### src/hdl/fdc_config.svh
// ==========================================================
// build-time constants for the floppy controller
// include where timer lengths or the image width are needed
// ==========================================================

`ifndef FDC_CONFIG_SVH
`define FDC_CONFIG_SVH

// image RAM address width, 64 KB
`define FDC_IMG_AW 16

// controller timing, all in clk_sys cycles
`define FDC_SETTLE_CYCLES 400
`define FDC_SEARCH_CYCLES 64
`define FDC_BYTE_DELAY 16
`define FDC_WATCHDOG_CYCLES 512

`endif

### src/hdl/fdc_disk_pkg.sv
// ==========================================================
// media-side types: image addressing, geometry, head and
// sector transfer requests passed between controller blocks
// ==========================================================

`default_nettype none

`include "fdc_config.svh"

package fdc_disk_pkg;

	typedef logic [`FDC_IMG_AW-1:0] img_addr_t;

	typedef logic [2:0] size_code_t;

	typedef struct packed {
		logic [7:0]  spt;        // sectors per track
		logic [10:0] sector_len; // bytes per sector
	} geom_t;

	typedef enum logic [1:0] {
		HEAD_RESTORE,
		HEAD_SEEK,
		HEAD_STEP
	} head_op_t;

	typedef struct packed {
		head_op_t   op;
		logic       dir_given; // step carries its own direction
		logic       dir_out;   // out means towards track 0
		logic [7:0] target;
	} head_req_t;

	typedef struct packed {
		img_addr_t   base;
		logic [10:0] length;
		logic        write;
	} xfer_req_t;

endpackage

`default_nettype wire

### src/hdl/fdc_geometry.sv
// ==========================================================
// sector address in the disk image from track, side, sector
// latches image size and layout when loading ends
// ==========================================================

`default_nettype none
`timescale 1ns/1ps

`include "fdc_config.svh"

module fdc_geometry import fdc_disk_pkg::*; (
	input  logic       clk_sys,
	input  logic       rst_n,
	input  logic       load_active,
	input  img_addr_t  load_addr,
	input  logic       layout,
	input  size_code_t size_code,
	input  logic [7:0] disk_track,
	input  logic       side,
	input  logic [7:0] sector_reg,
	output geom_t      geom,
	output img_addr_t  sector_base
);

	logic [`FDC_IMG_AW:0] img_size;
	logic                 layout_r;  // 1 = all of side 0, then side 1
	logic                 load_q;
	logic [8:0]           track_idx;
	logic [31:0]          lin;
	img_addr_t            half_off;

	always_ff @(posedge clk_sys or negedge rst_n) begin
		if (!rst_n) begin
			load_q   <= 1'b0;
			img_size <= '0;
			layout_r <= 1'b0;
		end else begin
			load_q <= load_active;
			if (load_q && !load_active) begin
				img_size <= {1'b0, load_addr} + 1'b1;
				layout_r <= layout;
			end
		end
	end

	always_comb begin
		case (size_code)
			3'd0:    geom = '{spt: 8'd26, sector_len: 11'd128};
			3'd1:    geom = '{spt: 8'd16, sector_len: 11'd256};
			3'd2:    geom = '{spt: 8'd9,  sector_len: 11'd512};
			3'd3:    geom = '{spt: 8'd5,  sector_len: 11'd1024};
			3'd4:    geom = '{spt: 8'd10, sector_len: 11'd512};
			default: geom = '{spt: 8'd0,  sector_len: 11'd0}; // every sector misses
		endcase
	end

	assign track_idx = layout_r ? {1'b0, disk_track} : {disk_track, side};
	assign half_off  = (layout_r && side) ? img_size[`FDC_IMG_AW:1] : '0;

	// sectors are numbered from 1
	assign lin = (track_idx * geom.spt + sector_reg - 32'd1) * geom.sector_len;

	assign sector_base = img_addr_t'(lin) + half_off;

endmodule

`default_nettype wire

### config.mk
export PLATFORM = sky130hd
export DESIGN_NAME = fdc_geometry
export DESIGN_NICKNAME = d
export VERILOG_FILES = /design/src/hdl/fdc_disk_pkg.sv /design/src/hdl/fdc_geometry.sv
export VERILOG_INCLUDE_DIRS = /design/src /design/src/hdl
export SDC_FILE = /design/constraint.sdc
export NUM_CORES = 1
export LEC_CHECK = 0
export BUFFER_PORTS_ARGS = -buffer_cell sky130_fd_sc_hd__buf_4
export CORE_ASPECT_RATIO = 0.9
export CORE_MARGIN = 2
export CORE_UTILIZATION = 52
export CTS_BUF_LIST = sky130_fd_sc_hd__clkbuf_4 sky130_fd_sc_hd__clkbuf_8
export DETAILED_ROUTE_END_ITERATION = 16
export GPL_ROUTABILITY_DRIVEN = 0
export GPL_TIMING_DRIVEN = 0
export PLACE_DENSITY = 0.84
export SETUP_SLACK_MARGIN = 0.02
export SLEW_MARGIN = 20
export SYNTH_ARGS = -nofsm -noshare
export SYNTH_HDL_FRONTEND = slang
export SYNTH_SLANG_ARGS = --single-unit
### constraint.sdc
create_clock -name clk_sys -period 10.4 [get_ports clk_sys]
set_input_delay 1.56 -clock clk_sys [delete_from_list [all_inputs] [get_ports clk_sys]]
set_output_delay 1.56 -clock clk_sys [all_outputs]
set_load 0.01 [all_outputs]
==> results.py <==
metrics = {
    "outcome": {
        "outcome": "complete, no violations",
    },
    "yosys": {
        "synth_top_area_frac": 0.215,
        "yosysUniqueCellTypes": 40,
        "avgSynthCellArea_um2": 8.81,
        "synth_area_um2": 3540,
        "post_synth_main_area_contributors": "fa_1 (21%), ha_1 (17%), dfrtp_1 (13%)",
        "syn_inst": 402,
        "yosysTopAreaCell": "fa_1",
        "ys_ff_latch": 18,
        "yosysWarnings": 0,
        "yosysSeqAreaShare": 0.127,
    },
    "pwr": {
        "peakVddDrop_mv": 0.109,
        "power.leakage_nw": 2.38,
        "power_density_nw_per_um2": 223,
    },
    "final_layout": {
        "diodes": 0,
        "fin_util": 0.714,
        "fillers": 486,
        "layout_common_cells": "buf_4 (88), nand2_1 (52), inv_1 (44)",
        "final_layout_size_suffix_gt1_frac": 0.318,
        "stdcell_count": 583,
        "final_common_cell": "buf_4",
        "layout-area-overhead-vs-synth_pct": 32.8,
        "nets": 620,
    },
    "route": {
        "ant_nets": 0,
        "via_count": 3118,
        "viasPerCell": 5.35,
        "drtIter0Drc": 178,
        "routed.top_layer": "met4",
        "routed_wirelength_um": 9400,
        "drt-pass1-iter-count": 4,
        "wl_met2_um": 4880,
        "wl_per_cell_um": 16.1,
        "drt-met1-wl_um": 3650,
        "dr_wl_met3_um": 636,
        "drc_errors": 0,
    },
    "clock_network": {
        "numClockSinks": 18,
        "cts_root_buf": "clkbuf_8",
        "insertion_delay_ps": 250,
        "cts_made_buffers": 3,
        "h-tree-depth": 1,
        "clkSlewWorstSetupHoldPaths_ps": 70,
        "cts_tree": "built",
        "clockBufferDepth": 2,
    },
    "floorplan": {
        "die_h_um": 82.3,
        "die_area_um2": 7480,
        "initial_core_util": 0.537,
        "row_count": 28,
        "top_level_ports": 75,
        "dieWidth_um": 91.0,
        "core_um2": 6590,
    },
    "sta": {
        "finalSetupViolations": 0,
        "final.period_utilization": 0.994,
        "fmax_mhz": 96.7,
        "finClkSkew_ps": 5.01,
        "hold_violations": 0,
        "post-route-min-period_ps": 10340,
        "rsz0062_at_grt": "yes",
        "fin_ws_ps": 60.2,
        "finalMaxSlewViolations": 0,
    },
    "setup_path": {
        "critPathLaunchType": "primary input",
        "critical_path.most_common_cell": "fa_1",
        "cp.arrival_ps": 8780,
        "required_ps": 8840,
        "cp_max_fo": 6,
        "slowest_stage": "fa_1",
        "worst_path_largest_cell_delay_ps": 560,
        "crit_type": "primary input to primary output",
        "cp-end-kind": "primary output",
    },
    "global_routing": {
        "gr-total-overflow": 0,
        "antenna_found_initial": 0,
        "grt_pass1_vias": 3129,
        "grt_pass1_wl_um": 13500,
        "track_usage": 0.222,
        "grt_max_degree": 19,
    },
    "placement": {
        "placed_cells": 564,
        "dp_hpwl_um": 6570,
        "pre_cts_ws_ps": -565,
        "numPortBuffers": 63,
    },
    "run": {
        "drv_cap": 0,
    },
    "min_path": {
        "hold_class": "flop to flop",
    },
}
-- metrics by stage --
| stage | hold slack (ps) | area, µm² | setup TNS [ps] | power (mW) |
|---|---|---|---|---|
| 2_1_floorplan | 443 | 3570 | 0 | 0.536 |
| 3_3_place_gp | 458 | 4160 | -471 | 0.683 |
| 3_5_place_dp | 470 | 4160 | -593 | 0.705 |
| 4_1_cts | 485 | 4440 | 0 | 0.898 |
| 5_1_grt | 517 | 4700 | -97.1 | 1.12 |
| 6_report | 482 | 4700 | 0 | 1.05 |
-- kinds of logic (layout without fill, tap and decap cells) --
family,Yosys count,count (layout),synth area share
fa+ha+maj,86,86,0.385
other cells,1,10,0.00106
xor+xnor,42,42,0.108
flops,18,18,0.127
buf+inv,75,157,0.0972
simple gates,129,129,0.174
compound gates,39,39,0.0710
mux,12,12,0.0375
-- path summary, 6_finish.rpt --
kind	startpoint	endpoint	slack [ps]	depth (start not counted)
max	size_code[2]	sector_base[15]	60	32
min	img_size[5]$_DFFE_PN0P_	img_size[5]$_DFFE_PN0P_	480	2
max reg2reg	layout_r$_DFFE_PN0P_	layout_r$_DFFE_PN0P_	9110	3
min reg2reg	img_size[5]$_DFFE_PN0P_	img_size[5]$_DFFE_PN0P_	480	2
max in group asynchronous	rst_n	img_size[16]$_DFFE_PN0P_	9050	1
min in group asynchronous	rst_n	img_size[2]$_DFFE_PN0P_	1160	1
-- registers in the layout (all words and copies together) (netlist names) --
name and cells:
img_size 16, layout_r 1, load_q 1
-- area by class of cell --
type / instances / area [µm²] / area share
Buffer: 22 / 141 / 0.0301
Clock buffer: 4 / 55.1 / 0.0117
Inverter: 52 / 210 / 0.0447
Multi-Input combinational cell: 318 / 3120 / 0.664
Sequential cell: 18 / 450 / 0.0958
Tap cell: 90 / 113 / 0.0240
Timing Repair Buffer: 79 / 608 / 0.129
-- cells in the mapped netlist (all sizes together) --
| cell type | n |
|---|---|
| nand2 | 56 |
| inv | 52 |
| ha | 48 |
| fa | 38 |
| xnor2 | 28 |
| nor2 | 26 |
| and3 | 18 |
| dfrtp | 18 |
| buf | 16 |
| o21ai | 14 |
| xor2 | 13 |
| nand3 | 11 |
| a21oi | 10 |
| and2 | 10 |
| mux2 | 10 |
| clkbuf | 7 |
| a21o | 6 |
| o21bai | 3 |
| a221oi | 2 |
| mux2i | 2 |
| nand2b | 2 |
| nor3 | 2 |
| a22oi | 1 |
| a2bb2oi | 1 |
| and4 | 1 |
| and4bb | 1 |
| conb | 1 |
| o21a | 1 |
| o31ai | 1 |
| or2b | 1 |
| or3 | 1 |
| xnor3 | 1 |
-- timing repair --
item / in CTS / in global routing
setup buffers: 8 / 8
setup endpoints to repair: 2 / 1
hold buffers: 0 / 0
pin swaps: 26 / 40
gates resized for setup: 24 / 40
-- power by group --
group          internal, mW  switching [mW]  leakage [nW]
Sequential           0.0787         0.00529         0.222
Combinational         0.449           0.458          2.13
Clock                0.0336          0.0234        0.0288
-- metal layers --
layer | track usage | up-vias
li1 | - | 1452
met1 | 0.263 | 1503
met2 | 0.440 | 133
met3 | 0.0263 | 30
met4 | 0.0470 | 0
met5 | 0 | -
-- critical path, delay by kind of cell --
family / cells / cell delay (ps)
AO/OA/AOI/OAI: 5 / 870
buffers and inverters: 8 / 750
XOR/XNOR: 4 / 590
adder cells (fa/ha/maj): 11 / 4620
AND/OR/NAND/NOR: 4 / 380
Power figures use the tool's default switching activity.
