===== config.mk =====
export PLATFORM = sky130hd
export DESIGN_NAME = fdc_head
export DESIGN_NICKNAME = d
export VERILOG_FILES = /design/src/hdl/fdc_disk_pkg.sv /design/src/hdl/fdc_head.sv
export VERILOG_INCLUDE_DIRS = /design/src /design/src/hdl
export SDC_FILE = /design/constraint.sdc
export NUM_CORES = 1
export LEC_CHECK = 0
export BUFFER_PORTS_ARGS = -buffer_cell sky130_fd_sc_hd__clkbuf_2
export CAP_MARGIN = 20
export CORE_MARGIN = 2
export CORE_UTILIZATION = 49
export CTS_BUF_LIST = sky130_fd_sc_hd__clkbuf_16
export CTS_CLUSTER_DIAMETER = 60
export CTS_CLUSTER_SIZE = 8
export DETAILED_ROUTE_END_ITERATION = 10
export PLACE_DENSITY = 0.82
export SLEW_MARGIN = 0
export SYNTH_ARGS = -nofsm -noshare
export SYNTH_HDL_FRONTEND = slang
export SYNTH_SLANG_ARGS = --single-unit

===== constraint.sdc =====
create_clock -name clk_sys -period 2.1 [get_ports clk_sys]
set_clock_uncertainty 0.15 [all_clocks]
set_input_delay 0.315 -clock clk_sys [delete_from_list [all_inputs] [get_ports clk_sys]]
set_output_delay 0.315 -clock clk_sys [all_outputs]
set_load 0.02 [all_outputs]

===== src/hdl/fdc_config.svh =====
// ==========================================================
// build-time constants for the floppy controller
// include where timer lengths or the image width are needed
// ==========================================================

`ifndef FDC_CONFIG_SVH
`define FDC_CONFIG_SVH

// image RAM address width, 64 KB
`define FDC_IMG_AW 16

// controller timing, all in clk_sys cycles
`define FDC_SETTLE_CYCLES 400
`define FDC_SEARCH_CYCLES 64
`define FDC_BYTE_DELAY 16
`define FDC_WATCHDOG_CYCLES 512

`endif


===== src/hdl/fdc_disk_pkg.sv =====
// ==========================================================
// media-side types: image addressing, geometry, head and
// sector transfer requests passed between controller blocks
// ==========================================================

`default_nettype none

`include "fdc_config.svh"

package fdc_disk_pkg;

	typedef logic [`FDC_IMG_AW-1:0] img_addr_t;

	typedef logic [2:0] size_code_t;

	typedef struct packed {
		logic [7:0]  spt;        // sectors per track
		logic [10:0] sector_len; // bytes per sector
	} geom_t;

	typedef enum logic [1:0] {
		HEAD_RESTORE,
		HEAD_SEEK,
		HEAD_STEP
	} head_op_t;

	typedef struct packed {
		head_op_t   op;
		logic       dir_given; // step carries its own direction
		logic       dir_out;   // out means towards track 0
		logic [7:0] target;
	} head_req_t;

	typedef struct packed {
		img_addr_t   base;
		logic [10:0] length;
		logic        write;
	} xfer_req_t;

endpackage

`default_nettype wire


===== src/hdl/fdc_head.sv =====
// ==========================================================
// head position for type I commands
// moves at head_start, head_done after the settle time
// ==========================================================

`default_nettype none
`timescale 1ns/1ps

`include "fdc_config.svh"

module fdc_head import fdc_disk_pkg::*; (
	input  logic       clk_sys,
	input  logic       rst_n,
	input  logic       head_start,
	input  head_req_t  head_req,
	output logic [7:0] disk_track,
	output logic       head_done
);

	localparam int TW = $clog2(`FDC_SETTLE_CYCLES);

	logic [TW-1:0] cnt;
	logic          active;
	logic          dir_r;    // last step direction, 1 = out
	logic          step_out;

	assign step_out = head_req.dir_given ? head_req.dir_out : dir_r;

	always_ff @(posedge clk_sys or negedge rst_n) begin
		if (!rst_n) begin
			disk_track <= 8'd0;
			dir_r      <= 1'b0;
			cnt        <= '0;
			active     <= 1'b0;
			head_done  <= 1'b0;
		end else begin
			head_done <= 1'b0;
			if (head_start) begin
				case (head_req.op)
					HEAD_RESTORE: disk_track <= 8'd0;
					HEAD_SEEK:    disk_track <= head_req.target;
					default: begin
						if (head_req.dir_given)
							dir_r <= head_req.dir_out;
						if (!step_out)
							disk_track <= disk_track + 1'b1;
						else if (disk_track != 8'd0) // stops at track 0
							disk_track <= disk_track - 1'b1;
					end
				endcase
				cnt    <= TW'(`FDC_SETTLE_CYCLES - 1);
				active <= 1'b1;
			end else if (active) begin
				if (cnt == '0) begin
					head_done <= 1'b1;
					active    <= 1'b0;
				end else begin
					cnt <= cnt - 1'b1;
				end
			end
		end
	end

endmodule

`default_nettype wire


==> metrics.txt, run 1 <==
DP Area=1640 sq um; Critical Path AT=2.22 ns; DRT antenna net count=0; clock slew at reported path FFs=0.06 ns; FF+latch count, synth=20; fmax=0.455 GHz; crit-path max FO=5; DR vias/cell=6.12; post-route setup TNS=-0.167 ns; Post-Synth XOR/XNOR Area=0.0261; drt first pass iters=4; HP Class=input port to register; die height=56.3 um; status=finished with violations; placed cell count=198; Core Region=2540 sq um; CTS sink cnt=20; initial antenna violation count=0; Final min period=2.20 ns; Pwr Density=1110 nW/um^2; CP startpoint kind=register; synth warn=0; dpl hpwl=2390 um; mux cell area share after synthesis=0.0476; Post-Synthesis Cells=136; Initial DRC Count=74; CTS Buf Count=3; Max Cap Viol=0; max-slew violation total from the final report=0; total power after layout=2.01 mW; vias in the first global route=1246; row count=18; Lkg Pwr=0.769 nW; Layout Cells excl Fill=208; hold violation count in the final report=0; Setup WS post-layout=-0.0974 ns; CTS tree=yes; final core occ=0.713; Syn Nets=159; syn_area_per_cell=9.85 sq um; adder-cell share of the synthesized area=0.0803; Slew HR=0.591; WL/cell=17.0 um; CTS max path bufs=2; routability cong.=0.811; clock latency on the worst-skew pair=0.25 ns; drt total wl=3530 um; CTS root buf=clkbuf_16; I/O Pins=24; design area=1810 sq um; post-route clock period utilization=1.05; slowest CP cell=or3_4; die area=3170 sq um; # DRC=0; final net count=202; Netlist cell types=42; Setup CP Type=register to register; IR drop worst, VDD=0.000937 V; Starting Density=0.527; first-pass GRT wire length=5920 um; most common cell after layout, fill and taps aside=clkbuf_2; n_diodes=0; mapped cell area=1340 sq um; GRT overflow=0; CTS H-tree depth=1; simple-gate share of the synthesized area=0.178; crit-path leading delay family=compound AO/OA/AOI/OAI gates; Final Setup Violations=4; failing checks=setup timing; Worst Max-Slew Pin Slew=0.612 ns; via count=1273; share of layout cells above drive strength 1=0.365; RSZ-0062 raised after global routing=yes; Synth Area in Compound Gates=0.265; Worst Path Buf+Inv=0; most used cell, CP=o211ai_1; CP Data Required Time=2.12 ns; GRT Util Overall=0.239; most frequent cells in the layout=23 x clkbuf_2, 20 x dfrtp_1, 16 x buf_4, 14 x nand2_1, 8 x a21oi_1; I/O Buffers=23; register area share after synthesis=0.373; slowest stage delay, CP=0.41 ns; Crit. End Element=register; largest family of logic cells by synthesized area=compound AO/OA/AOI/OAI gates; Area growth, synth to finish=35.4%; Die Wd=56.3 um; largest net degree at the start of global routing=21; CP Cell Sequence=mux2_4 -> ha_4 -> o211ai_1 -> or3_4 -> a221o_1 -> o211ai_1
-- worst paths after layout --
check | start | end | slack, ns | cells after the start
min in group asynchronous | rst_n | cnt[6]$_DFFE_PN0P_ | 0.42 | 2
worst min-delay path | head_start | cnt[5]$_DFFE_PN0P_ | 0.20 | 2
worst max register to register | dir_r$_DFFE_PN0P_ | disk_track[7]$_DFFE_PN0P_ | -0.1 | 6
max in group asynchronous | rst_n | disk_track[3]$_DFFE_PN0P_ | 1.03 | 2
worst min register to register | cnt[6]$_DFFE_PN0P_ | cnt[6]$_DFFE_PN0P_ | 0.41 | 2
worst max-delay path | dir_r$_DFFE_PN0P_ | disk_track[7]$_DFFE_PN0P_ | -0.1 | 6
-- per-layer routing --
metal | up-vias | global-route usage | wire, um | share of wire
met5 | - | 0 | 0 | 0
met3 | 4 | 0.0622 | 243 | 0.069
met4 | 0 | 0.0544 | 30 | 0.0085
met2 | 45 | 0.371 | 1650 | 0.47
met1 | 621 | 0.335 | 1600 | 0.45
li1 | 603 | - | - | -
-- what timing repair did --
item | CTS | global route
gates resized for setup | 12 | 3
setup buffers | 3 | 1
endpoints found under the setup margin | 5 | 8
cloned | 1 | 0
hold endpoints to repair | 20 | 0
hold buffers | 1 | 0
pin swaps | 6 | 3
-- worst reg2reg max path, delay by kind of cell, from the launching register on --
family	cells	cell delay, ns
AOI/OAI and AO/OA	3	0.50
and+or+nand+nor	1	0.41
DFF	1	0.40
muxes	1	0.35
adders and majority gates	1	0.31
-- synth_stat cells, drive strengths merged --
library cell,count,area share
dfrtp,20,0.37
nand2,15,0.042
a21oi,10,0.037
o21ai,9,0.034
ha,7,0.065
nand2b,5,0.023
inv,4,0.011
nor2b,4,0.019
o211ai,4,0.022
or3,4,0.019
a211oi,3,0.017
a21o,3,0.017
a22oi,3,0.017
and2,3,0.014
mux2,3,0.025
mux2i,3,0.022
nor2,3,0.0084
nor3,3,0.011
o311ai,3,0.038
xor2,3,0.020
a221oi,2,0.013
buf,2,0.012
clkbuf,2,0.0056
o31a,2,0.013
o31ai,2,0.021
or3b,2,0.013
or4,2,0.011
a221o,1,0.0075
a41o,1,0.0075
fa,1,0.015
nand3,1,0.0037
nor4b,1,0.0065
nor4bb,1,0.0075
o211a,1,0.0075
o22ai,1,0.0047
o41a,1,0.0084
xnor2,1,0.0065
-- stage by stage --
| stage | setup WS [ns] | hold WS [ns] |
|---|---|---|
| 3_5_place_dp | -0.183 | 0.162 |
| 5_1_grt | -0.201 | 0.207 |
| 3_3_place_gp | -0.137 | 0.156 |
| 2_1_floorplan | -0.00730 | -0.131 |
| 4_1_cts | -0.0829 | 0.189 |
| 6_report | -0.0974 | 0.205 |
-- power by group --
part	switching, mW	internal (mW)	total [mW]
combinational	0.517	0.544	1.06
sequential	0.103	0.449	0.551
clock	0.144	0.254	0.397
total	0.763	1.25	2.01
-- state kept, by name (all words and copies together) (netlist names) --
name	count
dir_r	1
cnt	9
disk_track	8
active	1
head_done	1
-- cell families after synthesis --
kind of cell | Yosys count
simple gates | 44
compound gates | 46
xor+xnor | 4
buf+inv | 8
mux | 6
fa+ha+maj | 8
flops | 20
-- area by class of cell --
cell class	count	area [sq um]
clock buffers	3	75.1
well taps	30	37.5
fillers	175	731
multi-input cells	109	926
repair buffers	41	256
inverters	4	15.0
flip-flops and latches	20	500
clock inverters	1	3.75
Note: power is estimated with default switching activity, not from simulation.
==> run 2, diff against run 1 <==
--- a/config.mk
+++ b/config.mk
@@ -14,6 +14,7 @@
 export CTS_CLUSTER_DIAMETER = 60
 export CTS_CLUSTER_SIZE = 8
 export DETAILED_ROUTE_END_ITERATION = 10
+export GPL_TIMING_DRIVEN = 0
 export PLACE_DENSITY = 0.82
 export SLEW_MARGIN = 0
 export SYNTH_ARGS = -nofsm -noshare
==> run 2 against run 1 <==
Critical path depth increased by 1. Die area unchanged. Wire length decreased by 6.1%. The flow still finishes with violations (setup timing). Highest routed layer unchanged. Combinational power decreased by 15%. Register-to-register slack about the same. Hold slack improved by 0.011 ns. Global-route usage decreased by 1.2 points. Count of clock-buffer cells in the layout unchanged. Largest cell class unchanged. Clock power about the same.
==> metrics.txt, run 2 (synthesis results as in run 1) <==
total power after layout=1.85 mW (was 2.01 mW); largest registers=cnt x9, disk_track x8 (unchanged); n_diodes=0 (unchanged); number of cells on the worst reg-to-reg path=7 (was 6); crit-path max FO=5 (unchanged); Setup WS post-layout=-0.0880 ns (was -0.0974 ns); Pwr Density=1080 nW/um^2 (was 1110 nW/um^2); post-route clock period utilization=1.04 (was 1.05); IR drop worst, VDD=0.000911 V (was 0.000937 V); largest net degree at the start of global routing=21 (unchanged); area of the multi-input gates=900 sq um (was 926 sq um); fmax=0.457 GHz (was 0.455 GHz); drt total wl=3310 um (was 3530 um); Area growth, synth to finish=27.3% (was 35.4%); Initial DRC Count=38 (was 74); Lkg Pwr=0.700 nW (was 0.769 nW); CTS root buf=clkbuf_16 (unchanged); clock slew at reported path FFs=0.06 ns (about the same); I/O Pins=24 (unchanged); Critical Path AT=2.24 ns (was 2.22 ns); GRT overflow=0 (unchanged); initial antenna violation count=0 (unchanged); status=finished with violations (unchanged); CTS Buf Count=3 (unchanged); CTS max path bufs=2 (unchanged); failing checks=setup timing (unchanged); register area=500 sq um (unchanged); Slew HR=0.619 (was 0.591); drt first pass iters=4 (unchanged); Setup CP Type=register to register (unchanged); # DRC=0 (unchanged); Core Region=2540 sq um (unchanged); crit path to=disk_track[4]$_DFFE_PN0P_ (was disk_track[7]$_DFFE_PN0P_); CTS tree=yes (unchanged); R2R Path End=disk_track[4]$_DFFE_PN0P_ (was disk_track[7]$_DFFE_PN0P_); Max Cap Viol=0 (unchanged); DRT antenna net count=0 (unchanged); max reg flops=9 (unchanged); hold violation count in the final report=0 (unchanged); via count=1207 (was 1273); WL/cell=16.7 um (was 17.0 um); Setup crit start=dir_r$_DFFE_PN0P_ (unchanged); Crit. End Element=register (unchanged); dpl hpwl=2320 um (was 2390 um); CTS sink cnt=20 (unchanged); share of layout cells above drive strength 1=0.292 (was 0.365); row count=18 (unchanged); Final Setup Violations=5 (was 4); final net count=192 (was 202); most frequent cells in the layout=22 x clkbuf_2, 20 x dfrtp_1, 15 x nand2_1, 9 x a21oi_1, 8 x o21ai_0 (was 23 x clkbuf_2, 20 x dfrtp_1, 16 x buf_4, 14 x nand2_1, 8 x a21oi_1); CTS H-tree depth=1 (unchanged); CP Data Required Time=2.15 ns (was 2.12 ns); GRT Util Overall=0.227 (was 0.239); RSZ-0062 raised after global routing=yes (unchanged); HP Class=input port to register (unchanged); Starting Density=0.527 (unchanged); fill cell total of the finished layout=202 (was 175); DR vias/cell=6.10 (was 6.12); final core occ=0.670 (was 0.713); I/O Buffers=22 (was 23); Die Wd=56.3 um (unchanged); die area=3170 sq um (unchanged); CP startpoint kind=register (unchanged); most common cell after layout, fill and taps aside=clkbuf_2 (unchanged); clock latency on the worst-skew pair=0.26 ns (was 0.25 ns); die height=56.3 um (unchanged); routability cong.=0.848 (was 0.811); max-slew violation total from the final report=0 (unchanged); Worst Max-Slew Pin Slew=0.571 ns (was 0.612 ns); largest register by flop count=cnt (unchanged); R2R Setup Slk=-0.09 ns (was -0.1 ns); vias in the first global route=1193 (was 1246); Final min period=2.19 ns (was 2.20 ns); r2r startpoint=dir_r$_DFFE_PN0P_ (unchanged); first-pass GRT wire length=5580 um (was 5920 um)
## run 2: changes by cell type in the layout (fill, tap and decap cells not counted), sizes merged
cell and change:
clkbuf +1, buf -11
## run 2: timing repair
| action | in CTS | in global routing |
|---|---|---|
| gates cloned | 1 | 0 |
| pin swaps | 6 | 1 |
| setup endpoints to repair | 5 | 5 |
| hold endpoints to repair | 20 | 0 |
| setup buffers | 4 | 0 |
| resized for setup | 5 | 0 |
| hold buffers | 1 | 0 |
## run 2: worst min-delay path by stage
stage                                           end   startpoint  cells after the start
final                     disk_track[1]$_DFFE_PN0P_  head_req[1]                      3
after global routing      disk_track[1]$_DFFE_PN0P_  head_req[1]                      3
after CTS                 disk_track[1]$_DFFE_PN0P_  head_req[1]                      3
after detailed placement  disk_track[2]$_DFFE_PN0P_        rst_n                      1
after global placement           cnt[6]$_DFFE_PN0P_        rst_n                      1
after floorplan                    active$_DFF_PN0_        rst_n                      0
## run 2: metal layers
| layer | up-vias | track usage | routed length [um] |
|---|---|---|---|
| met5 | - | 0 | 0 |
| met4 | 0 | 0.0510 | 30 |
| met3 | 5 | 0.0553 | 204 |
| met2 | 44 | 0.388 | 1650 |
| met1 | 572 | 0.291 | 1430 |
| li1 | 586 | - | - |
## run 2: area by class of cell
type,instances,share of cell area
inverters,4,0.00880
plain buffers,4,0.0139
well taps,30,0.0220
multi-input cells,109,0.528
flip-flops and latches,20,0.293
repair buffers,27,0.0880
clock buffers,3,0.0440
clock inverters,1,0.00220
## run 2: report_power, final
part | total, mW | switching [mW] | internal (mW)
Combinational | 0.901 | 0.469 | 0.432
Clock | 0.399 | 0.145 | 0.254
Sequential | 0.547 | 0.0979 | 0.449
## run 2: stage by stage
| stage | std cells | setup WS [ns] | TNS [ns] | hold WS (ns) | cell area (sq um) |
|---|---|---|---|---|---|
| 6_report | 198 | -0.0880 | -0.228 | 0.216 | 1710 |
| 5_1_grt | 198 | -0.154 | -0.682 | 0.246 | 1710 |
| 4_1_cts | 198 | -0.0782 | -0.182 | 0.216 | 1710 |
| 3_5_place_dp | 188 | -0.250 | -0.836 | 0.160 | 1560 |
| 3_3_place_gp | 188 | -0.186 | -0.597 | 0.142 | 1560 |
| 2_1_floorplan | 136 | -0.00730 | -0.00730 | -0.131 | 1410 |
## run 2: critical path, stage by stage, from the launching register on
cell	delay (ns)
dfrtp_1	0.40
mux2_4	0.35
ha_4	0.26
buf_4	0.15
a211oi_2	0.31
o21ai_0	0.14
o21ai_1	0.20
mux2_2	0.17
