==> src/hdl/fdc_config.svh <==
// ==========================================================
// build-time constants for the floppy controller
// include where timer lengths or the image width are needed
// ==========================================================

`ifndef FDC_CONFIG_SVH
`define FDC_CONFIG_SVH

// image RAM address width, 64 KB
`define FDC_IMG_AW 16

// controller timing, all in clk_sys cycles
`define FDC_SETTLE_CYCLES 400
`define FDC_SEARCH_CYCLES 64
`define FDC_BYTE_DELAY 16
`define FDC_WATCHDOG_CYCLES 512

`endif

==> src/hdl/fdc_bus_pkg.sv <==
// ==========================================================
// CPU-side types: register map, command opcodes, status byte
// and the host bus bundle
// ==========================================================

`default_nettype none

package fdc_bus_pkg;

	typedef enum logic [1:0] {
		REG_CMD_STATUS = 2'd0,
		REG_TRACK      = 2'd1,
		REG_SECTOR     = 2'd2,
		REG_DATA       = 2'd3
	} reg_addr_t;

	// upper nibble of the command byte, 2..7 are the step variants
	typedef enum logic [3:0] {
		OP_RESTORE   = 4'h0,
		OP_SEEK      = 4'h1,
		OP_READ      = 4'h8,
		OP_READ_M    = 4'h9,
		OP_WRITE     = 4'ha,
		OP_WRITE_M   = 4'hb,
		OP_FORCE_INT = 4'hd
	} cmd_op_t;

	typedef struct packed {
		logic       rd;    // one-cycle strobes
		logic       wr;
		reg_addr_t  addr;
		logic [7:0] wdata;
	} host_bus_t;

	typedef struct packed {
		logic not_ready;
		logic write_prot;
		logic head_loaded;
		logic seek_err;
		logic crc_err;
		logic track0;
		logic index;
		logic busy;
	} status_type1_t;

	typedef struct packed {
		logic not_ready;
		logic write_prot;
		logic write_fault;
		logic rnf;
		logic crc_err;
		logic lost_data;
		logic drq;
		logic busy;
	} status_type2_t;

	// one byte, meaning depends on the last command type
	typedef union packed {
		status_type1_t type1;
		status_type2_t type2;
	} status_t;

endpackage

`default_nettype wire

==> src/hdl/fdc_disk_pkg.sv <==
// ==========================================================
// media-side types: image addressing, geometry, head and
// sector transfer requests passed between controller blocks
// ==========================================================

`default_nettype none

`include "fdc_config.svh"

package fdc_disk_pkg;

	typedef logic [`FDC_IMG_AW-1:0] img_addr_t;

	typedef logic [2:0] size_code_t;

	typedef struct packed {
		logic [7:0]  spt;        // sectors per track
		logic [10:0] sector_len; // bytes per sector
	} geom_t;

	typedef enum logic [1:0] {
		HEAD_RESTORE,
		HEAD_SEEK,
		HEAD_STEP
	} head_op_t;

	typedef struct packed {
		head_op_t   op;
		logic       dir_given; // step carries its own direction
		logic       dir_out;   // out means towards track 0
		logic [7:0] target;
	} head_req_t;

	typedef struct packed {
		img_addr_t   base;
		logic [10:0] length;
		logic        write;
	} xfer_req_t;

endpackage

`default_nettype wire

==> src/hdl/fdc_cmd_seq.sv <==
// ==========================================================
// register file, command decode and command sequencing
// drives head and transfer requests, status and INTRQ
// ==========================================================

`default_nettype none
`timescale 1ns/1ps

`include "fdc_config.svh"

module fdc_cmd_seq import fdc_bus_pkg::*, fdc_disk_pkg::*; (
	input  logic       clk_sys,
	input  logic       rst_n,
	input  host_bus_t  bus,
	input  logic       side,
	input  logic       ready,
	input  logic       wp,
	input  logic [7:0] disk_track,
	input  geom_t      geom,
	input  img_addr_t  sector_base,
	input  logic       head_done,
	input  logic       drq,
	input  logic       lost_pulse,
	input  logic       xfer_done,
	input  logic [7:0] ram_rdata,
	output logic [7:0] rdata,
	output logic       busy,
	output logic       intrq,
	output logic [7:0] sector_reg,
	output logic       head_start,
	output head_req_t  head_req,
	output logic       xfer_start,
	output xfer_req_t  xfer_req,
	output logic       xfer_abort,
	output logic       data_access
);

	localparam int TW = $clog2(`FDC_SETTLE_CYCLES);

	typedef enum logic [2:0] {
		ST_IDLE,
		ST_HEAD,   // type I, waiting for the head
		ST_SEARCH, // sector search delay
		ST_XFER,   // bytes moving
		ST_WP,     // write refused, busy for a while
		ST_END
	} seq_state_t;

	seq_state_t    state;
	logic [7:0]    track_reg;
	logic [7:0]    data_reg;
	status_t       stat;      // sticky bits only
	status_t       status_rd;
	logic          t2_view;
	logic          wr_cmd;
	logic          multi;
	logic          upd_track;
	logic          side_chk;
	logic          side_exp;
	logic [TW-1:0] timer;
	cmd_op_t       op;
	logic          cmd_wr;
	logic          idle;
	logic          bad_sector;

	assign op          = cmd_op_t'(bus.wdata[7:4]);
	assign cmd_wr      = bus.wr && bus.addr == REG_CMD_STATUS;
	assign idle        = state == ST_IDLE;
	assign busy        = !idle;
	assign data_access = (bus.rd || bus.wr) && bus.addr == REG_DATA;
	assign head_start  = cmd_wr && idle && !bus.wdata[7];
	assign bad_sector  = sector_reg == 8'd0 || sector_reg > geom.spt
		|| (side_chk && side_exp != side);

	assign xfer_req = '{base: sector_base, length: geom.sector_len, write: wr_cmd};

	always_comb begin
		head_req.target    = data_reg;
		head_req.dir_given = bus.wdata[6]; // only set for step-in/out
		head_req.dir_out   = bus.wdata[5];
		case (op)
			OP_RESTORE: head_req.op = HEAD_RESTORE;
			OP_SEEK:    head_req.op = HEAD_SEEK;
			default:    head_req.op = HEAD_STEP;
		endcase
	end

	// ==========================================================
	// status byte, live bits laid over the sticky ones
	// ==========================================================
	always_comb begin
		status_rd = stat;
		if (t2_view) begin
			status_rd.type2.not_ready  = ~ready;
			status_rd.type2.write_prot = wp;
			status_rd.type2.crc_err    = 1'b0;
			status_rd.type2.drq        = drq;
			status_rd.type2.busy       = busy;
		end else begin
			status_rd.type1.not_ready  = ~ready;
			status_rd.type1.write_prot = wp;
			status_rd.type1.crc_err    = 1'b0;
			status_rd.type1.track0     = disk_track == 8'd0;
			status_rd.type1.index      = 1'b0; // no index pulse
			status_rd.type1.busy       = busy;
		end
	end

	always_comb begin
		case (bus.addr)
			REG_CMD_STATUS: rdata = status_rd;
			REG_TRACK:      rdata = track_reg;
			REG_SECTOR:     rdata = sector_reg;
			default:        rdata = (t2_view && !wr_cmd && !idle) ? ram_rdata : data_reg;
		endcase
	end

	// ==========================================================
	// sequencer and register writes
	// ==========================================================
	always_ff @(posedge clk_sys or negedge rst_n) begin
		if (!rst_n) begin
			state      <= ST_IDLE;
			track_reg  <= 8'd0;
			sector_reg <= 8'd0;
			data_reg   <= 8'd0;
			stat       <= '0;
			t2_view    <= 1'b0;
			wr_cmd     <= 1'b0;
			multi      <= 1'b0;
			upd_track  <= 1'b0;
			side_chk   <= 1'b0;
			side_exp   <= 1'b0;
			timer      <= '0;
			intrq      <= 1'b0;
			xfer_start <= 1'b0;
			xfer_abort <= 1'b0;
		end else begin
			xfer_start <= 1'b0;
			xfer_abort <= 1'b0;
			if (cmd_wr || (bus.rd && bus.addr == REG_CMD_STATUS))
				intrq <= 1'b0;
			if (lost_pulse)
				stat.type2.lost_data <= 1'b1;

			case (state)
				ST_HEAD: if (head_done) begin
					if (upd_track)
						track_reg <= disk_track; // head already moved
					intrq <= 1'b1;
					state <= ST_IDLE;
				end
				ST_WP: begin
					if (timer == '0)
						state <= ST_END;
					else
						timer <= timer - 1'b1;
				end
				ST_SEARCH: begin
					if (!ready) begin
						stat.type2.rnf <= 1'b1;
						state <= ST_END;
					end else if (timer != '0) begin
						timer <= timer - 1'b1;
					end else if (bad_sector) begin
						stat.type2.rnf <= 1'b1;
						state <= ST_END;
					end else begin
						xfer_start <= 1'b1;
						state <= ST_XFER;
					end
				end
				ST_XFER: if (xfer_done) begin
					if (multi) begin // next sector, runs off the track end
						sector_reg <= sector_reg + 1'b1;
						timer <= TW'(`FDC_SEARCH_CYCLES - 1);
						state <= ST_SEARCH;
					end else begin
						state <= ST_END;
					end
				end
				ST_END: begin
					intrq <= 1'b1;
					state <= ST_IDLE;
				end
				default: ;
			endcase

			if (bus.wr) begin
				case (bus.addr)
					REG_CMD_STATUS: begin
						if (op == OP_FORCE_INT) begin
							t2_view <= 1'b0;
							stat <= '0;
							if (!idle) begin
								xfer_abort <= 1'b1;
								intrq <= 1'b1;
								state <= ST_IDLE;
							end
						end else if (idle && !bus.wdata[7]) begin
							// restore, seek, step
							t2_view <= 1'b0;
							stat.type1.head_loaded <= bus.wdata[3];
							stat.type1.seek_err <= 1'b0;
							upd_track <= bus.wdata[7:5] == 3'd0 || bus.wdata[4];
							state <= ST_HEAD;
						end else if (idle && (op == OP_READ || op == OP_READ_M
								|| op == OP_WRITE || op == OP_WRITE_M)) begin
							t2_view <= 1'b1;
							stat.type2.write_fault <= 1'b0;
							stat.type2.rnf <= 1'b0;
							stat.type2.lost_data <= 1'b0;
							multi <= bus.wdata[4];
							wr_cmd <= bus.wdata[5];
							side_exp <= bus.wdata[3];
							side_chk <= bus.wdata[1];
							if (bus.wdata[5] && wp) begin
								stat.type2.write_fault <= 1'b1;
								timer <= TW'(`FDC_SETTLE_CYCLES - 1);
								state <= ST_WP;
							end else begin
								timer <= TW'(`FDC_SEARCH_CYCLES - 1);
								state <= ST_SEARCH;
							end
						end
					end
					REG_TRACK:  if (idle) track_reg <= bus.wdata;
					REG_SECTOR: if (idle) sector_reg <= bus.wdata;
					default:    data_reg <= bus.wdata;
				endcase
			end
		end
	end

endmodule

`default_nettype wire

==> config.mk <==
export PLATFORM = sky130hd
export DESIGN_NAME = fdc_cmd_seq
export DESIGN_NICKNAME = d
export VERILOG_FILES = /design/src/hdl/fdc_bus_pkg.sv /design/src/hdl/fdc_disk_pkg.sv /design/src/hdl/fdc_cmd_seq.sv
export VERILOG_INCLUDE_DIRS = /design/src /design/src/hdl
export SDC_FILE = /design/constraint.sdc
export NUM_CORES = 1
export LEC_CHECK = 0
export BUFFER_PORTS_ARGS = -buffer_cell sky130_fd_sc_hd__buf_2
export CORE_MARGIN = 8
export CORE_UTILIZATION = 35
export CTS_CLUSTER_SIZE = 12
export DETAILED_ROUTE_END_ITERATION = 6
export SLEW_MARGIN = 5
export SYNTH_ARGS = -nofsm -noshare
export SYNTH_HDL_FRONTEND = slang
export SYNTH_SLANG_ARGS = --single-unit
==> constraint.sdc <==
create_clock -name clk_sys -period 2.7 [get_ports clk_sys]
set_clock_uncertainty 0.15 [all_clocks]
set_input_delay 0.135 -clock clk_sys [delete_from_list [all_inputs] [get_ports clk_sys]]
set_output_delay 0.135 -clock clk_sys [all_outputs]
set_load 0.01 [all_outputs]
==> impl_results.rst <==
.. list-table::
   :header-rows: 1

   * - Metric
     - Value
   * - Post-route setup slack
     - ~0.13 ns
   * - Clock root buffer master
     - sky130_fd_sc_hd__clkbuf_8
   * - Synth async-reset ratio
     - 1.00
   * - Run status
     - finished clean
   * - Transition time at the pin with the least slew margin
     - 0.554 ns
   * - Synthesized-area fraction occupied by ao, oa, aoi and oai cells
     - 0.135
   * - Share of synthesized area occupied by flip-flops and latches
     - 0.359
   * - Largest family of logic cells by synthesized area
     - simple AND/OR/NAND/NOR gates
   * - Cell count after placement
     - 530
   * - Cell type with the largest total area after synthesis
     - sky130_fd_sc_hd__dfrtp_1
   * - Cell with the most instances after synthesis
     - sky130_fd_sc_hd__dfrtp_1
   * - Final weighted congestion in routability-driven placement
     - 0.803
   * - Worst rel slew slack
     - 0.627
   * - Area growth from synthesis to layout
     - 17.7%
   * - Via count
     - between 2k and 3k
   * - Number of violations reported at the end of detailed-routing iteration 0
     - between 200 and 250
   * - Number of rows created at floorplan
     - 35
   * - Highest clock frequency the design can meet
     - 389 MHz
   * - Number of clock buffers inserted by TritonCTS
     - 5
   * - Die height
     - about 110 microns
   * - Standby leakage power
     - 1.82 nW
   * - Number of slew-limit violations in the final report
     - 0
   * - Netlist area before placement
     - 3340 sq um
   * - Leading cell types by count after synthesis
     - 48 x sky130_fd_sc_hd__dfrtp_1, 39 x sky130_fd_sc_hd__nor2_1, 30 x sky130_fd_sc_hd__buf_4
   * - First-pass iteration count of the detailed router
     - 4
   * - Syn. warnings
     - 0
   * - Number of nets in the layout
     - 505
   * - Total global-route track usage
     - 0.156
   * - Number of enable flip-flop cells after synthesis
     - 0
   * - Net load switching power
     - 1.43 mW
   * - Most area-consuming cells after synthesis
     - sky130_fd_sc_hd__dfrtp_1 36%, sky130_fd_sc_hd__buf_4 6.7%, sky130_fd_sc_hd__mux2_2 4.4%
   * - Count of antenna diodes in the layout
     - 0
   * - Via-to-Cell Ratio
     - 5.32
   * - Antenna-violating nets left
     - 0
   * - Post-synth net total
     - between 400 and 500
   * - Post-Syn Area per Cell
     - 9.36 sq um
   * - Kind of start point of the critical path
     - flop
   * - Hold/Removal Path Class
     - input pin to flop
   * - Proportion of synthesized area in mux cells
     - 0.144
   * - Power per Cell Area
     - 889 nW/um^2
   * - Number of setup violations in the final report
     - 0
   * - Total negative slack for setup checks
     - 0 ns
   * - # port buffers
     - 79
   * - Worst skew pair latency
     - 0.30 ns
   * - Cell variety after synth
     - 55
   * - CTS tree
     - yes
   * - Die extent in x
     - 114 microns
   * - Seq cells post-synth
     - 48
   * - Number of remaining DRC errors
     - 0
   * - Clock transition at the registers of the reported paths
     - 0.09 ns
   * - Pin count of the biggest net entering global routing
     - 33
   * - Wire length reported by the detailed router
     - 10,000 microns
   * - Layout Cell Area excl Fill
     - 3940 sq um
   * - Adder and majority gate portion of the synthesized area
     - 0.0412
   * - VDD IR max
     - roughly 0.40 mV
   * - Time the final worst path needs with I/O delays and setup
     - 2.57 ns
   * - Required time at the endpoint of the critical path
     - 2.41 ns
   * - Fraction of synthesized cell area taken by the top area cell type
     - 0.359
   * - CTS max path bufs
     - 2
   * - Share of total power in combinational logic
     - 0.444
   * - Critical path fanouts, max
     - 13
   * - Clock H-tree levels
     - 2
   * - Post-Syn Instances
     - between 300 and 400
   * - Global route overflow
     - 0
   * - Hpwl dp
     - 7490 microns
   * - Placed inst area
     - 3680 sq um
   * - Share of final-layout standard cells stronger than drive strength 1
     - 0.296
   * - Final core utilization
     - 0.426
   * - Count of pins on the block boundary
     - 134
   * - Sequential power share
     - 0.393
   * - Area of the core
     - 9240 sq um
   * - Fin. Hold Viols
     - 0
   * - RSZ-0062 raised after global routing
     - no
   * - Initial cell density of the core
     - 0.362
   * - Number of antenna violations at the first check in global routing
     - 0
   * - Average routed wire per standard cell
     - 18.2 microns
   * - Predominant post-synthesis flop cell
     - sky130_fd_sc_hd__dfrtp_1
   * - Number of global-route vias before repair
     - 3,079
   * - Number of clock sinks
     - 48
   * - Post-route fraction of the period consumed by the critical path
     - 0.953
   * - Type of destination of the critical path
     - output port
   * - Relative contribution of the clock network to total power
     - 0.163
   * - Design internal power
     - 2.07 mW
   * - Number of maximum-capacitance constraint violations
     - 0
   * - Signal arrival time at the worst endpoint
     - 2.29 ns
   * - Start-to-end type of the worst setup path
     - flop to output port
   * - Number of non-filler instances in the completed layout
     - 552
   * - Floorplan die area
     - 12,900 sq um
   * - Post-synthesis share of cell area spent on and, or, nand and nor gates
     - 0.186
   * - Max FFs per register
     - 9
   * - Post-Place Worst Slack
     - between 0.3 and 0.4 ns
   * - First-pass GRT wire length
     - 16,200 microns
   * - Switching power as a share of total power
     - 0.408
   * - Largest reg by FF count
     - timer
   * - Xor and xnor fraction of the mapped netlist area
     - 0.0262
==> repair_timing <==
| item | 4_1_cts | 5_1_grt |
|---|---|---|
| hold endpoints to repair | 29 | 0 |
| hold buffers | 13 | 0 |
| setup buffers | 1 | 0 |
| pin swaps | 1 | 0 |
| endpoints found under the setup margin | 2 | 5 |
| resized for setup | 0 | 1 |
==> cells in the final DEF (no fill, tap or decap), types with 7 or more instances in the layout <==
master,Yosys,layout
sky130_fd_sc_hd__mux2_2,13,13
sky130_fd_sc_hd__nand2_1,21,21
sky130_fd_sc_hd__nor2_1,39,39
sky130_fd_sc_hd__ha_1,11,11
sky130_fd_sc_hd__nand3_1,7,7
sky130_fd_sc_hd__o21ai_0,9,9
sky130_fd_sc_hd__dlygate4sd3_1,0,13
sky130_fd_sc_hd__nor3_1,8,8
sky130_fd_sc_hd__mux2_1,7,7
sky130_fd_sc_hd__buf_2,5,79
sky130_fd_sc_hd__xor2_1,7,7
sky130_fd_sc_hd__a21oi_1,28,28
sky130_fd_sc_hd__buf_4,30,10
sky130_fd_sc_hd__mux2i_1,12,12
sky130_fd_sc_hd__dfrtp_1,48,47
sky130_fd_sc_hd__inv_1,19,19
==> kinds of logic (layout without fill, tap and decap cells) <==
| family | count (synthesis) | in the layout |
|---|---|---|
| fa+ha+maj | 11 | 11 |
| mux | 38 | 38 |
| compound gates | 71 | 71 |
| xor+xnor | 10 | 10 |
| flops | 48 | 48 |
| buf+inv | 63 | 129 |
| simple gates | 116 | 116 |
==> power groups by stage <==
stage | Combinational, mW | Sequential (mW) | Clock (mW)
CTS | 1.56 | 1.37 | 0.582
global placement | 1.47 | 1.38 | 0
global route | 1.74 | 1.42 | 0.609
detailed placement | 1.50 | 1.38 | 0
floorplan | 1.10 | 1.29 | 0
finish | 1.56 | 1.38 | 0.569
==> worst max-delay path: stages (launching register included) <==
cell                      delay (ns)
sky130_fd_sc_hd__dfrtp_2        0.50
sky130_fd_sc_hd__nor3_4         0.27
sky130_fd_sc_hd__nor3b_4        0.07
sky130_fd_sc_hd__buf_4          0.18
sky130_fd_sc_hd__mux2_1         0.32
sky130_fd_sc_hd__mux4_2         0.48
sky130_fd_sc_hd__buf_2          0.16
==> stage by stage <==
step	total power, mW	hold slack (ns)
4_1_cts	3.51	0.00673
5_1_grt	3.77	0.0183
2_1_floorplan	2.39	-0.311
6_report	3.50	0.00908
3_3_place_gp	2.84	-0.0617
3_5_place_dp	2.88	-0.0581
==> routing by layer <==
metal | track usage | share of wire | vias up
li1 | - | - | 1384
met5 | 0 | 0 | -
met4 | 0.0462 | 0.015 | 0
met1 | 0.198 | 0.44 | 1412
met2 | 0.255 | 0.47 | 123
met3 | 0.0370 | 0.074 | 20
==> worst paths after layout <==
check	startpoint	endpoint	slack [ns]	depth (start not counted)
min reg2reg	stat[5]	stat[5]	0.35	2
min in group asynchronous	rst_n	sector_reg[1]	0.14	2
max in group asynchronous	rst_n	state[2]	1.48	3
min	disk_track[7]	track_reg[7]	0.009	3
max	state[2]	rdata[0]	0.13	6
max reg2reg	sector_reg[5]	state[2]	0.42	6
==> cell type report <==
cell class	instances	area [sq um]
Clock buffer	6	82.6
Fill cell	928	5300
Multi-Input combinational cell	246	1780
Clock inverter	2	38.8
Timing Repair Buffer	102	601
Tap cell	129	161
Inverter	19	71.3
Sequential cell	48	1200
Power figures use the tool's default switching activity.
